`src/logic/rp_pkg.sv`:
```
// shared bus definitions
// - bus address and data types
// - region field position, count and region indices
// - register offsets of the housekeeping and mixer blocks

package rp_pkg;

  //////////////////////////////////////////////////
  // system bus
  //////////////////////////////////////////////////

  typedef logic [31:0] bus_addr_t;  // byte address from the master
  typedef logic [31:0] bus_data_t;  // read and write data

  localparam int REGION_LSB = 20;  // 1 MiB regions
  localparam int REGION_W   = 3;   // addr[22:20]
  localparam int N_REGIONS  = 8;
  localparam int OFS_W      = 20;  // offset inside a region

  typedef logic [REGION_W-1:0] region_t;

  localparam region_t REGION_HK  = 3'd0;  // housekeeping
  localparam region_t REGION_MIX = 3'd2;  // dc level and loopback

  //////////////////////////////////////////////////
  // register map
  //////////////////////////////////////////////////

  // housekeeping, region 0
  localparam logic [OFS_W-1:0] HK_ID_OFS   = 20'h00;
  localparam logic [OFS_W-1:0] HK_LED_OFS  = 20'h30;
  localparam bus_data_t        HK_ID_VALUE = 32'h5250_0001;  // read only

  // mixer, region 2
  localparam logic [OFS_W-1:0] MIX_LVL_A_OFS = 20'h00;  // ch a dc level
  localparam logic [OFS_W-1:0] MIX_LVL_B_OFS = 20'h04;  // ch b dc level
  localparam logic [OFS_W-1:0] MIX_LOOP_OFS  = 20'h08;  // loopback enables

endpackage

```
`src/logic/sys_bus_if.sv`:
```
// one slave port of the system bus
// - offset, write data and strobes from the decoder
// - registered response from the slave

`timescale 1ns/1ps

interface sys_bus_if import rp_pkg::*; ();

  logic [OFS_W-1:0] addr;   // offset within the region
  bus_data_t        wdata;
  logic             wen;    // one cycle write strobe
  logic             ren;    // one cycle read strobe
  bus_data_t        rdata;  // valid with ack
  logic             ack;    // one cycle after the strobe
  logic             err;    // unmapped offset

  // decoder side
  modport master (
    output addr, wdata, wen, ren,
    input  rdata, ack, err
  );

  // register block side
  modport slave (
    input  addr, wdata, wen, ren,
    output rdata, ack, err
  );

endinterface

```
`src/logic/sys_bus_decoder.sv`:
```
// system bus decoder
// - region decode from the address field
// - strobe fan-out to the populated slaves
// - response mux in the ack cycle, local ack for empty regions

`timescale 1ns/1ps

module sys_bus_decoder import rp_pkg::*; (
  input  logic      adc_clk,  // bus runs on the adc clock
  input  logic      rst_n_i,  // async, active low
  input  bus_addr_t addr_i,   // full byte address
  input  bus_data_t wdata_i,
  input  logic      wen_i,    // write strobe
  input  logic      ren_i,    // read strobe
  output bus_data_t rdata_o,
  output logic      ack_o,
  output logic      err_o,
  sys_bus_if.master hk_bus,   // region 0
  sys_bus_if.master mix_bus   // region 2
);

  region_t              region;    // region of the live address
  logic [N_REGIONS-1:0] sel;       // one-hot select
  logic                 strobe;    // any access
  region_t              region_q;  // region of the last strobe
  logic                 pend_q;    // this is the ack cycle

  assign region = addr_i[REGION_LSB +: REGION_W];
  assign sel    = {{(N_REGIONS-1){1'b0}}, 1'b1} << region;
  assign strobe = wen_i | ren_i;

  //////////////////////////////////////////////////
  // request fan-out
  //////////////////////////////////////////////////

  assign hk_bus.addr   = addr_i[OFS_W-1:0];  // offset only
  assign hk_bus.wdata  = wdata_i;
  assign hk_bus.wen    = wen_i & sel[REGION_HK];
  assign hk_bus.ren    = ren_i & sel[REGION_HK];

  assign mix_bus.addr  = addr_i[OFS_W-1:0];
  assign mix_bus.wdata = wdata_i;
  assign mix_bus.wen   = wen_i & sel[REGION_MIX];
  assign mix_bus.ren   = ren_i & sel[REGION_MIX];

  // remember where the access went
  always_ff @(posedge adc_clk or negedge rst_n_i)
  begin
    if (!rst_n_i)
    begin
      region_q <= REGION_HK;
      pend_q   <= 1'b0;
    end
    else
    begin
      pend_q <= strobe;           // ack always follows one cycle later
      if (strobe)
        region_q <= region;
    end
  end

  //////////////////////////////////////////////////
  // response mux
  //////////////////////////////////////////////////

  always_comb
  begin
    rdata_o = '0;
    ack_o   = 1'b0;
    err_o   = 1'b0;
    if (pend_q)
    begin
      case (region_q)
        REGION_HK:
        begin
          rdata_o = hk_bus.rdata;
          ack_o   = hk_bus.ack;
          err_o   = hk_bus.err;
        end
        REGION_MIX:
        begin
          rdata_o = mix_bus.rdata;
          ack_o   = mix_bus.ack;
          err_o   = mix_bus.err;
        end
        default: ack_o = 1'b1;    // empty region, zero data, no error
      endcase
    end
  end

endmodule

```
`src/logic/housekeeping_regs.sv`:
```
// housekeeping registers, region 0
// - fixed ID word, read only
// - LED register

`timescale 1ns/1ps

module housekeeping_regs import rp_pkg::*; #(
  parameter int LED_W = 8
) (
  input  logic             adc_clk,
  input  logic             rst_n_i,  // async, active low
  sys_bus_if.slave         bus,
  output logic [LED_W-1:0] led_o     // straight from the register
);

  logic      strobe;  // read or write
  logic      hit;     // offset is mapped
  bus_data_t rd_val;  // read mux

  assign strobe = bus.wen | bus.ren;

  always_comb
  begin
    hit    = 1'b1;
    rd_val = '0;
    case (bus.addr)
      HK_ID_OFS:  rd_val = HK_ID_VALUE;          // writes land nowhere
      HK_LED_OFS: rd_val = bus_data_t'(led_o);
      default:    hit    = 1'b0;
    endcase
  end

  always_ff @(posedge adc_clk or negedge rst_n_i)
  begin
    if (!rst_n_i)
    begin
      led_o   <= '0;
      bus.ack <= 1'b0;
      bus.err <= 1'b0;
    end
    else
    begin
      bus.ack <= strobe;
      bus.err <= strobe & ~hit;
      if (bus.wen && bus.addr == HK_LED_OFS)
        led_o <= bus.wdata[LED_W-1:0];   // low bits only
    end
  end

  // read data, zero on writes and holes
  always_ff @(posedge adc_clk)
  begin
    if (strobe)
      bus.rdata <= bus.ren ? rd_val : '0;
  end

endmodule

```
`src/logic/adc_frontend.sv`:
```
// ADC input stage
// - input registers for both channels
// - negative slope code to two's complement

`timescale 1ns/1ps

module adc_frontend #(
  parameter int DAT_W = 14
) (
  input  logic                    adc_clk,
  input  logic                    rst_n_i,
  input  logic        [DAT_W-1:0] adc_a_i,  // raw, negative slope
  input  logic        [DAT_W-1:0] adc_b_i,
  output logic signed [DAT_W-1:0] adc_a_o,  // two's complement
  output logic signed [DAT_W-1:0] adc_b_o
);

  localparam logic [DAT_W-1:0] RAW_ZERO = {1'b0, {(DAT_W-1){1'b1}}};  // 0x1fff at 14 bits

  logic [DAT_W-1:0] raw_a, raw_b;

  // keep msb, flip the rest
  function automatic logic signed [DAT_W-1:0] to_signed(input logic [DAT_W-1:0] raw);
    return {raw[DAT_W-1], ~raw[DAT_W-2:0]};
  endfunction

  always_ff @(posedge adc_clk or negedge rst_n_i)
  begin
    if (!rst_n_i)
    begin
      raw_a <= RAW_ZERO;
      raw_b <= RAW_ZERO;
    end
    else
    begin
      raw_a <= adc_a_i;
      raw_b <= adc_b_i;
    end
  end

  assign adc_a_o = to_signed(raw_a);
  assign adc_b_o = to_signed(raw_b);

endmodule

```
`src/logic/dac_mix_regs.sv`:
```
// mixer registers, region 2
// - dc level per channel, signed
// - loopback enable per channel

`timescale 1ns/1ps

module dac_mix_regs import rp_pkg::*; #(
  parameter int DAT_W = 14
) (
  input  logic                    adc_clk,
  input  logic                    rst_n_i,    // async, active low
  sys_bus_if.slave                bus,
  output logic signed [DAT_W-1:0] lvl_a_o,    // ch a level
  output logic signed [DAT_W-1:0] lvl_b_o,    // ch b level
  output logic        [1:0]       loop_en_o   // [0] ch a, [1] ch b
);

  logic      strobe;
  logic      hit;     // mapped offset
  bus_data_t rd_val;

  assign strobe = bus.wen | bus.ren;

  // levels read back sign extended
  always_comb
  begin
    hit    = 1'b1;
    rd_val = '0;
    case (bus.addr)
      MIX_LVL_A_OFS: rd_val = {{($bits(bus_data_t)-DAT_W){lvl_a_o[DAT_W-1]}}, lvl_a_o};
      MIX_LVL_B_OFS: rd_val = {{($bits(bus_data_t)-DAT_W){lvl_b_o[DAT_W-1]}}, lvl_b_o};
      MIX_LOOP_OFS:  rd_val = bus_data_t'(loop_en_o);
      default:       hit    = 1'b0;
    endcase
  end

  always_ff @(posedge adc_clk or negedge rst_n_i)
  begin
    if (!rst_n_i)
    begin
      lvl_a_o   <= '0;
      lvl_b_o   <= '0;
      loop_en_o <= 2'b00;
      bus.ack   <= 1'b0;
      bus.err   <= 1'b0;
    end
    else
    begin
      bus.ack <= strobe;
      bus.err <= strobe & ~hit;
      if (bus.wen)
      begin
        case (bus.addr)
          MIX_LVL_A_OFS: lvl_a_o   <= bus.wdata[DAT_W-1:0];  // low bits hold the sign
          MIX_LVL_B_OFS: lvl_b_o   <= bus.wdata[DAT_W-1:0];
          MIX_LOOP_OFS:  loop_en_o <= bus.wdata[1:0];
          default:       ;                                   // err flagged above
        endcase
      end
    end
  end

  // read data, zero on writes and holes
  always_ff @(posedge adc_clk)
  begin
    if (strobe)
      bus.rdata <= bus.ren ? rd_val : '0;
  end

endmodule

```
`src/logic/dac_output.sv`:
```
// DAC output stage
// - level plus optional adc loopback, one guard bit
// - saturation to DAT_W bits
// - two's complement to negative slope code, output registers

`timescale 1ns/1ps

module dac_output #(
  parameter int DAT_W = 14
) (
  input  logic                    adc_clk,
  input  logic                    rst_n_i,
  input  logic signed [DAT_W-1:0] adc_a_i,    // converted samples
  input  logic signed [DAT_W-1:0] adc_b_i,
  input  logic signed [DAT_W-1:0] lvl_a_i,    // dc levels
  input  logic signed [DAT_W-1:0] lvl_b_i,
  input  logic        [1:0]       loop_en_i,
  output logic        [DAT_W-1:0] dac_a_o,    // negative slope code
  output logic        [DAT_W-1:0] dac_b_o
);

  localparam logic [DAT_W-1:0] DAC_ZERO = {1'b0, {(DAT_W-1){1'b1}}};  // code for 0

  // level + sample, sample only when looped back
  function automatic logic signed [DAT_W:0] chan_sum(
    input logic signed [DAT_W-1:0] lvl,
    input logic signed [DAT_W-1:0] smp,
    input logic                    en
  );
    logic signed [DAT_W-1:0] add;
    add = en ? smp : {DAT_W{1'b0}};
    return lvl + add;          // sign extended into the guard bit
  endfunction

  // clip on overflow, then back to neg slope
  function automatic logic [DAT_W-1:0] to_dac(input logic signed [DAT_W:0] sum);
    logic [DAT_W-1:0] sat;
    if (sum[DAT_W] != sum[DAT_W-1])
      sat = {sum[DAT_W], {(DAT_W-1){~sum[DAT_W]}}};  // full scale, keep sign
    else
      sat = sum[DAT_W-1:0];
    return {sat[DAT_W-1], ~sat[DAT_W-2:0]};
  endfunction

  logic signed [DAT_W:0] sum_a, sum_b;

  assign sum_a = chan_sum(lvl_a_i, adc_a_i, loop_en_i[0]);
  assign sum_b = chan_sum(lvl_b_i, adc_b_i, loop_en_i[1]);

  always_ff @(posedge adc_clk or negedge rst_n_i)
  begin
    if (!rst_n_i)
    begin
      dac_a_o <= DAC_ZERO;
      dac_b_o <= DAC_ZERO;
    end
    else
    begin
      dac_a_o <= to_dac(sum_a);
      dac_b_o <= to_dac(sum_b);
    end
  end

endmodule

```
`src/logic/rp_analog_top.sv`:
```
// analog data path top level
// - system bus decoder and its two register slaves
// - adc input stage, mixer registers, dac output stage

`timescale 1ns/1ps

module rp_analog_top import rp_pkg::*; #(
  parameter int DAT_W = 14,  // adc and dac sample width
  parameter int LED_W = 8
) (
  input  logic             adc_clk,
  input  logic             rst_n_i,      // async, active low
  // adc
  input  logic [DAT_W-1:0] adc_dat_a_i,  // ch a, negative slope
  input  logic [DAT_W-1:0] adc_dat_b_i,  // ch b
  // system bus
  input  bus_addr_t        sys_addr_i,
  input  bus_data_t        sys_wdata_i,
  input  logic             sys_wen_i,
  input  logic             sys_ren_i,
  output bus_data_t        sys_rdata_o,
  output logic             sys_ack_o,
  output logic             sys_err_o,
  // dac and leds
  output logic [DAT_W-1:0] dac_a_o,
  output logic [DAT_W-1:0] dac_b_o,
  output logic [LED_W-1:0] led_o
);

  logic signed [DAT_W-1:0] adc_a, adc_b;  // two's complement samples
  logic signed [DAT_W-1:0] lvl_a, lvl_b;
  logic        [1:0]       loop_en;

  sys_bus_if hk_bus ();   // region 0
  sys_bus_if mix_bus ();  // region 2

  //////////////////////////////////////////////////
  // register bus
  //////////////////////////////////////////////////

  sys_bus_decoder i_dec (
    .adc_clk (adc_clk),     .rst_n_i (rst_n_i),
    .addr_i  (sys_addr_i),  .wdata_i (sys_wdata_i),
    .wen_i   (sys_wen_i),   .ren_i   (sys_ren_i),
    .rdata_o (sys_rdata_o), .ack_o   (sys_ack_o),   .err_o (sys_err_o),
    .hk_bus  (hk_bus.master),
    .mix_bus (mix_bus.master)
  );

  housekeeping_regs #(.LED_W(LED_W)) i_hk (
    .adc_clk (adc_clk), .rst_n_i (rst_n_i), .bus (hk_bus.slave), .led_o (led_o)
  );

  //////////////////////////////////////////////////
  // analog path
  //////////////////////////////////////////////////

  adc_frontend #(.DAT_W(DAT_W)) i_adc (
    .adc_clk (adc_clk),     .rst_n_i (rst_n_i),
    .adc_a_i (adc_dat_a_i), .adc_b_i (adc_dat_b_i),
    .adc_a_o (adc_a),       .adc_b_o (adc_b)
  );

  dac_mix_regs #(.DAT_W(DAT_W)) i_mix (
    .adc_clk (adc_clk), .rst_n_i (rst_n_i), .bus (mix_bus.slave),
    .lvl_a_o (lvl_a),   .lvl_b_o (lvl_b),   .loop_en_o (loop_en)
  );

  dac_output #(.DAT_W(DAT_W)) i_dac (
    .adc_clk (adc_clk), .rst_n_i (rst_n_i),
    .adc_a_i (adc_a),   .adc_b_i (adc_b),
    .lvl_a_i (lvl_a),   .lvl_b_i (lvl_b),   .loop_en_i (loop_en),
    .dac_a_o (dac_a_o), .dac_b_o (dac_b_o)
  );

endmodule

```
`config.mk`:
```
export PLATFORM = sky130hd
export DESIGN_NAME = rp_analog_top
export DESIGN_NICKNAME = d
export VERILOG_FILES = /design/src/logic/rp_pkg.sv /design/src/logic/sys_bus_if.sv /design/src/logic/sys_bus_decoder.sv /design/src/logic/housekeeping_regs.sv /design/src/logic/adc_frontend.sv /design/src/logic/dac_mix_regs.sv /design/src/logic/dac_output.sv /design/src/logic/rp_analog_top.sv
export SDC_FILE = /design/constraint.sdc
export NUM_CORES = 1
export LEC_CHECK = 0
export BUFFER_PORTS_ARGS = -buffer_cell sky130_fd_sc_hd__buf_2
export CORE_MARGIN = 2
export CORE_UTILIZATION = 58
export DETAILED_ROUTE_END_ITERATION = 10
export GPL_ROUTABILITY_DRIVEN = 0
export HOLD_SLACK_MARGIN = 0.08
export PLACE_DENSITY = 0.9
export RECOVER_POWER = 100
export SLEW_MARGIN = 20
export SYNTH_ARGS = -nofsm -noshare
export SYNTH_HDL_FRONTEND = slang
export SYNTH_SLANG_ARGS = --single-unit
```
`constraint.sdc`:
```
create_clock -name adc_clk -period 7.7 [get_ports adc_clk]
set_input_delay 0.77 -clock adc_clk [delete_from_list [all_inputs] [get_ports adc_clk]]
set_output_delay 0.77 -clock adc_clk [all_outputs]
set_load 0.005 [all_outputs]
```
==> impl_metrics.tcl <==
set metrics [dict create \
    status "finished with violations" \
    violations "capacitance limit, slew limit" \
    clkLatencyLatePin_ps 530 \
    ys_seq_elements 125 \
    cts_tree "built" \
    utilization_pct 69.6 \
    synth_area_um2 6470 \
    fp.dieW_um 110 \
    drt_iter0_drc 424 \
    fin_crit_sh_pct 64.6 \
    clkTransAtPathRegs_ps 60 \
    hold_ws_ps 340 \
    layout_commonest_cell "buf_2" \
    yosys-top-cells-area "dfstp_2, dfrtp_1, edfxtp_1" \
    grt_pass1_wl_um 24200 \
    postCtsSetupRepairBufs 0 \
    syn_avg_cell_area_um2 11.2 \
    slowest_delay_ps 1880 \
    placed_area_um2 7150 \
    die_area_um2 12000 \
    wl_um 15400 \
    fin_setup_tns_ps 0 \
    reg2reg_depth 10 \
    drive_gt1_share_pct 29.0 \
    intPower_mw 1.17 \
    worstMarginPinSlew_ps 2490 \
    viasPerCell 6.04 \
    vdd_drop_max_v 0.000159 \
    synthFlopType "dfstp_2" \
    worst_path_max_delay_cell "nor4_1" \
    slew_headroom_pct -67.5 \
    yosys.area.top_type_share_pct 21.1 \
    p_seq_share_pct 46.9 \
    r2r_start "i_mix.loop_en_o[0]" \
    switching_power_mw 0.319 \
    grt_use_total_pct 26.6 \
    firstDrtPassIters 7 \
    rr_endpoint "i_dac.dac_a_o[2]" \
    drv_slew 69 \
    clock_path_buffers 2 \
    hp-start "adc_dat_b_i[4]" \
    syn_inst 577 \
    crit_chain "buf_2 -> nor4_1 -> nand4_1 -> or2_0 -> nor4_1 -> nand4_1 -> mux2_1" \
    grt_overflow 0 \
    powerDensity_nw_per_um2 197 \
    antenna_found_initial 0 \
    clkPwrFrac_pct 49.5 \
    post_cts_resized 0 \
    grt_max_degree 70 \
    final_nets 828 \
    holdPathStages 1 \
    io_pins 166 \
    cp_max_fo 17 \
    max_freq_ghz 0.201 \
    hold_violations 0 \
    port-buffer-count 138 \
    endpoint_kind "flip-flop" \
    worstHoldPathType "in2reg" \
    layout_common_cells "buf_2, nor2_1, dfstp_2" \
    total_power_mw 1.48 \
    cp_data_arrival_time_ps 5380 \
    power.leakage_nw 3.30 \
    fillers 774 \
    async_flop_share_pct 81.6 \
    numCtsBuffers 17 \
    critPathRequiredTime_ps 8100 \
    post-route-min-period_ps 4980 \
    synthDistinctLibCells 57 \
    dp_hpwl_um 11000 \
    wl_per_cell_um 18.0 \
    path_class "in2reg" \
    drc_errors 0 \
    cts.sinks 125 \
    r2r_setup_slack_ps 4030 \
    htreeDepth 4 \
    fp-row-count 38 \
    final_area_um2 7550 \
    finClkSkew_ps 8.43 \
    syn_to_final_growth_pct 16.6 \
    syn_nets 703 \
    start_util_pct 59.7 \
    synth_edf_count 23 \
    yosys.area.top_type "dfstp_2" \
    fp.coreArea_um2 10800 \
    swShare_pct 21.5 \
    finalSetupViolCount 0 \
    rsz0062_at_grt "false" \
    maxCapViolCount 3 \
    worstHoldEndpoint "i_adc.raw_b[4]" \
    cts_root_buf "clkbuf_8" \
    ant_nets 0 \
    ys_warn_count 0 \
    critPathLaunchType "input pin" \
    pwr-share-comb_pct 3.6 \
    postCtsHoldBufs 0 \
    die_height_um 110 \
    ys_seq_area_share_pct 51.1 \
    grt_pass1_vias 4986 \
    num_vias 5167 \
]
flip-flops by register name (all words and copies together) (netlist names):
register / cells
i_hk.led_o: 8
i_mix.lvl_b_o: 14
i_adc.raw_a: 14
i_adc.raw_b: 14
i_dac.dac_b_o: 14
i_dec.pend_q: 1
i_mix.bus.err: 1
i_hk.bus.rdata: 9
i_mix.bus.ack: 1
i_hk.bus.ack: 1
i_dac.dac_a_o: 14
i_hk.bus.err: 1
i_dec.region_q: 3
i_mix.lvl_a_o: 14
i_mix.loop_en_o: 2
i_mix.bus.rdata: 14
cell families (layout without fill, tap and decap cells):
| group | count (synthesis) | count (layout) | share of synthesized area [%] |
|---|---|---|---|
| XOR/XNOR | 13 | 13 | 1.76 |
| adder cells (fa/ha/maj) | 30 | 30 | 6.03 |
| flip-flops | 125 | 125 | 51.1 |
| AO/OA/AOI/OAI | 132 | 132 | 13.6 |
| other | 0 | 1 | 0 |
| multiplexers | 46 | 46 | 8.49 |
| buffers and inverters | 45 | 183 | 3.79 |
| AND/OR/NAND/NOR | 186 | 186 | 15.3 |
cell usage after synthesis (all sizes together) (4+ instances only):
| master | number |
|---|---|
| a31oi | 7 |
| nor4 | 6 |
| a21oi | 29 |
| and3 | 5 |
| ha | 28 |
| edfxtp | 23 |
| nor2b | 29 |
| buf | 22 |
| nand2 | 23 |
| nor2 | 59 |
| dfstp | 52 |
| nor3 | 9 |
| nand2b | 10 |
| a211oi | 7 |
| clkbuf | 11 |
| a22o | 12 |
| or2 | 5 |
| nand3 | 9 |
| mux2 | 41 |
| nand4 | 5 |
| a21o | 4 |
| nand3b | 4 |
| o21ai | 31 |
| inv | 12 |
| and2 | 18 |
| o21a | 4 |
| xnor2 | 10 |
| dfrtp | 50 |
| mux2i | 5 |
| a22oi | 12 |
metal layers:
layer  share of wire [%]  up-vias  global-route usage, %
met1                  39     2473                   33.2
met2                  50      317                   44.8
li1                    -     2333                      -
met3                 8.7       44                   6.58
met5                   0        -                      0
met4                 1.9        0                   9.95
worst max-delay path: cells and delay by family:
kind	cells	cell delay, ps
buffers and inverters	1	100
multiplexers	1	640
AND/OR/NAND/NOR	5	3860
area by class of cell:
| class | count | area [µm²] | area share, % |
|---|---|---|---|
| Tap cell | 140 | 175 | 2.32 |
| Antenna cell | 1 | 2.50 | 0.0332 |
| Multi-Input combinational cell | 407 | 2830 | 37.5 |
| Sequential cell | 125 | 3310 | 43.8 |
| Clock buffer | 18 | 418 | 5.54 |
| Timing Repair Buffer | 139 | 642 | 8.50 |
| Clock inverter | 14 | 128 | 1.69 |
| Inverter | 12 | 45.0 | 0.597 |
worst max-delay path by stage:
stage | from | end | slack [ps]
detailed placement | sys_addr_i[13] | i_mix.bus.rdata[2] | 4290
finish | sys_addr_i[13] | i_mix.lvl_a_o[11] | 2720
global placement | sys_addr_i[1] | i_mix.bus.rdata[0] | 4340
floorplan | i_mix.loop_en_o[0] | i_dac.dac_a_o[10] | 4980
global route | sys_addr_i[13] | i_mix.lvl_a_o[11] | 2380
CTS | i_mix.loop_en_o[0] | i_dac.dac_a_o[4] | 4220
metrics by stage:
step,cells,setup slack (ps)
4_1_cts,855,4220
3_3_place_gp,823,4340
3_5_place_dp,823,4290
6_report,856,2720
2_1_floorplan,577,4980
5_1_grt,855,2380
power by group through the flow:
stage	clock network [mW]	logic [mW]	registers [mW]
floorplan	0	0.0194	0.705
global placement	0	0.0539	0.706
detailed placement	0	0.0567	0.707
CTS	0.743	0.0572	0.696
global route	0.774	0.0605	0.697
finish	0.735	0.0536	0.696
Note: power is estimated with default switching activity, not from simulation.
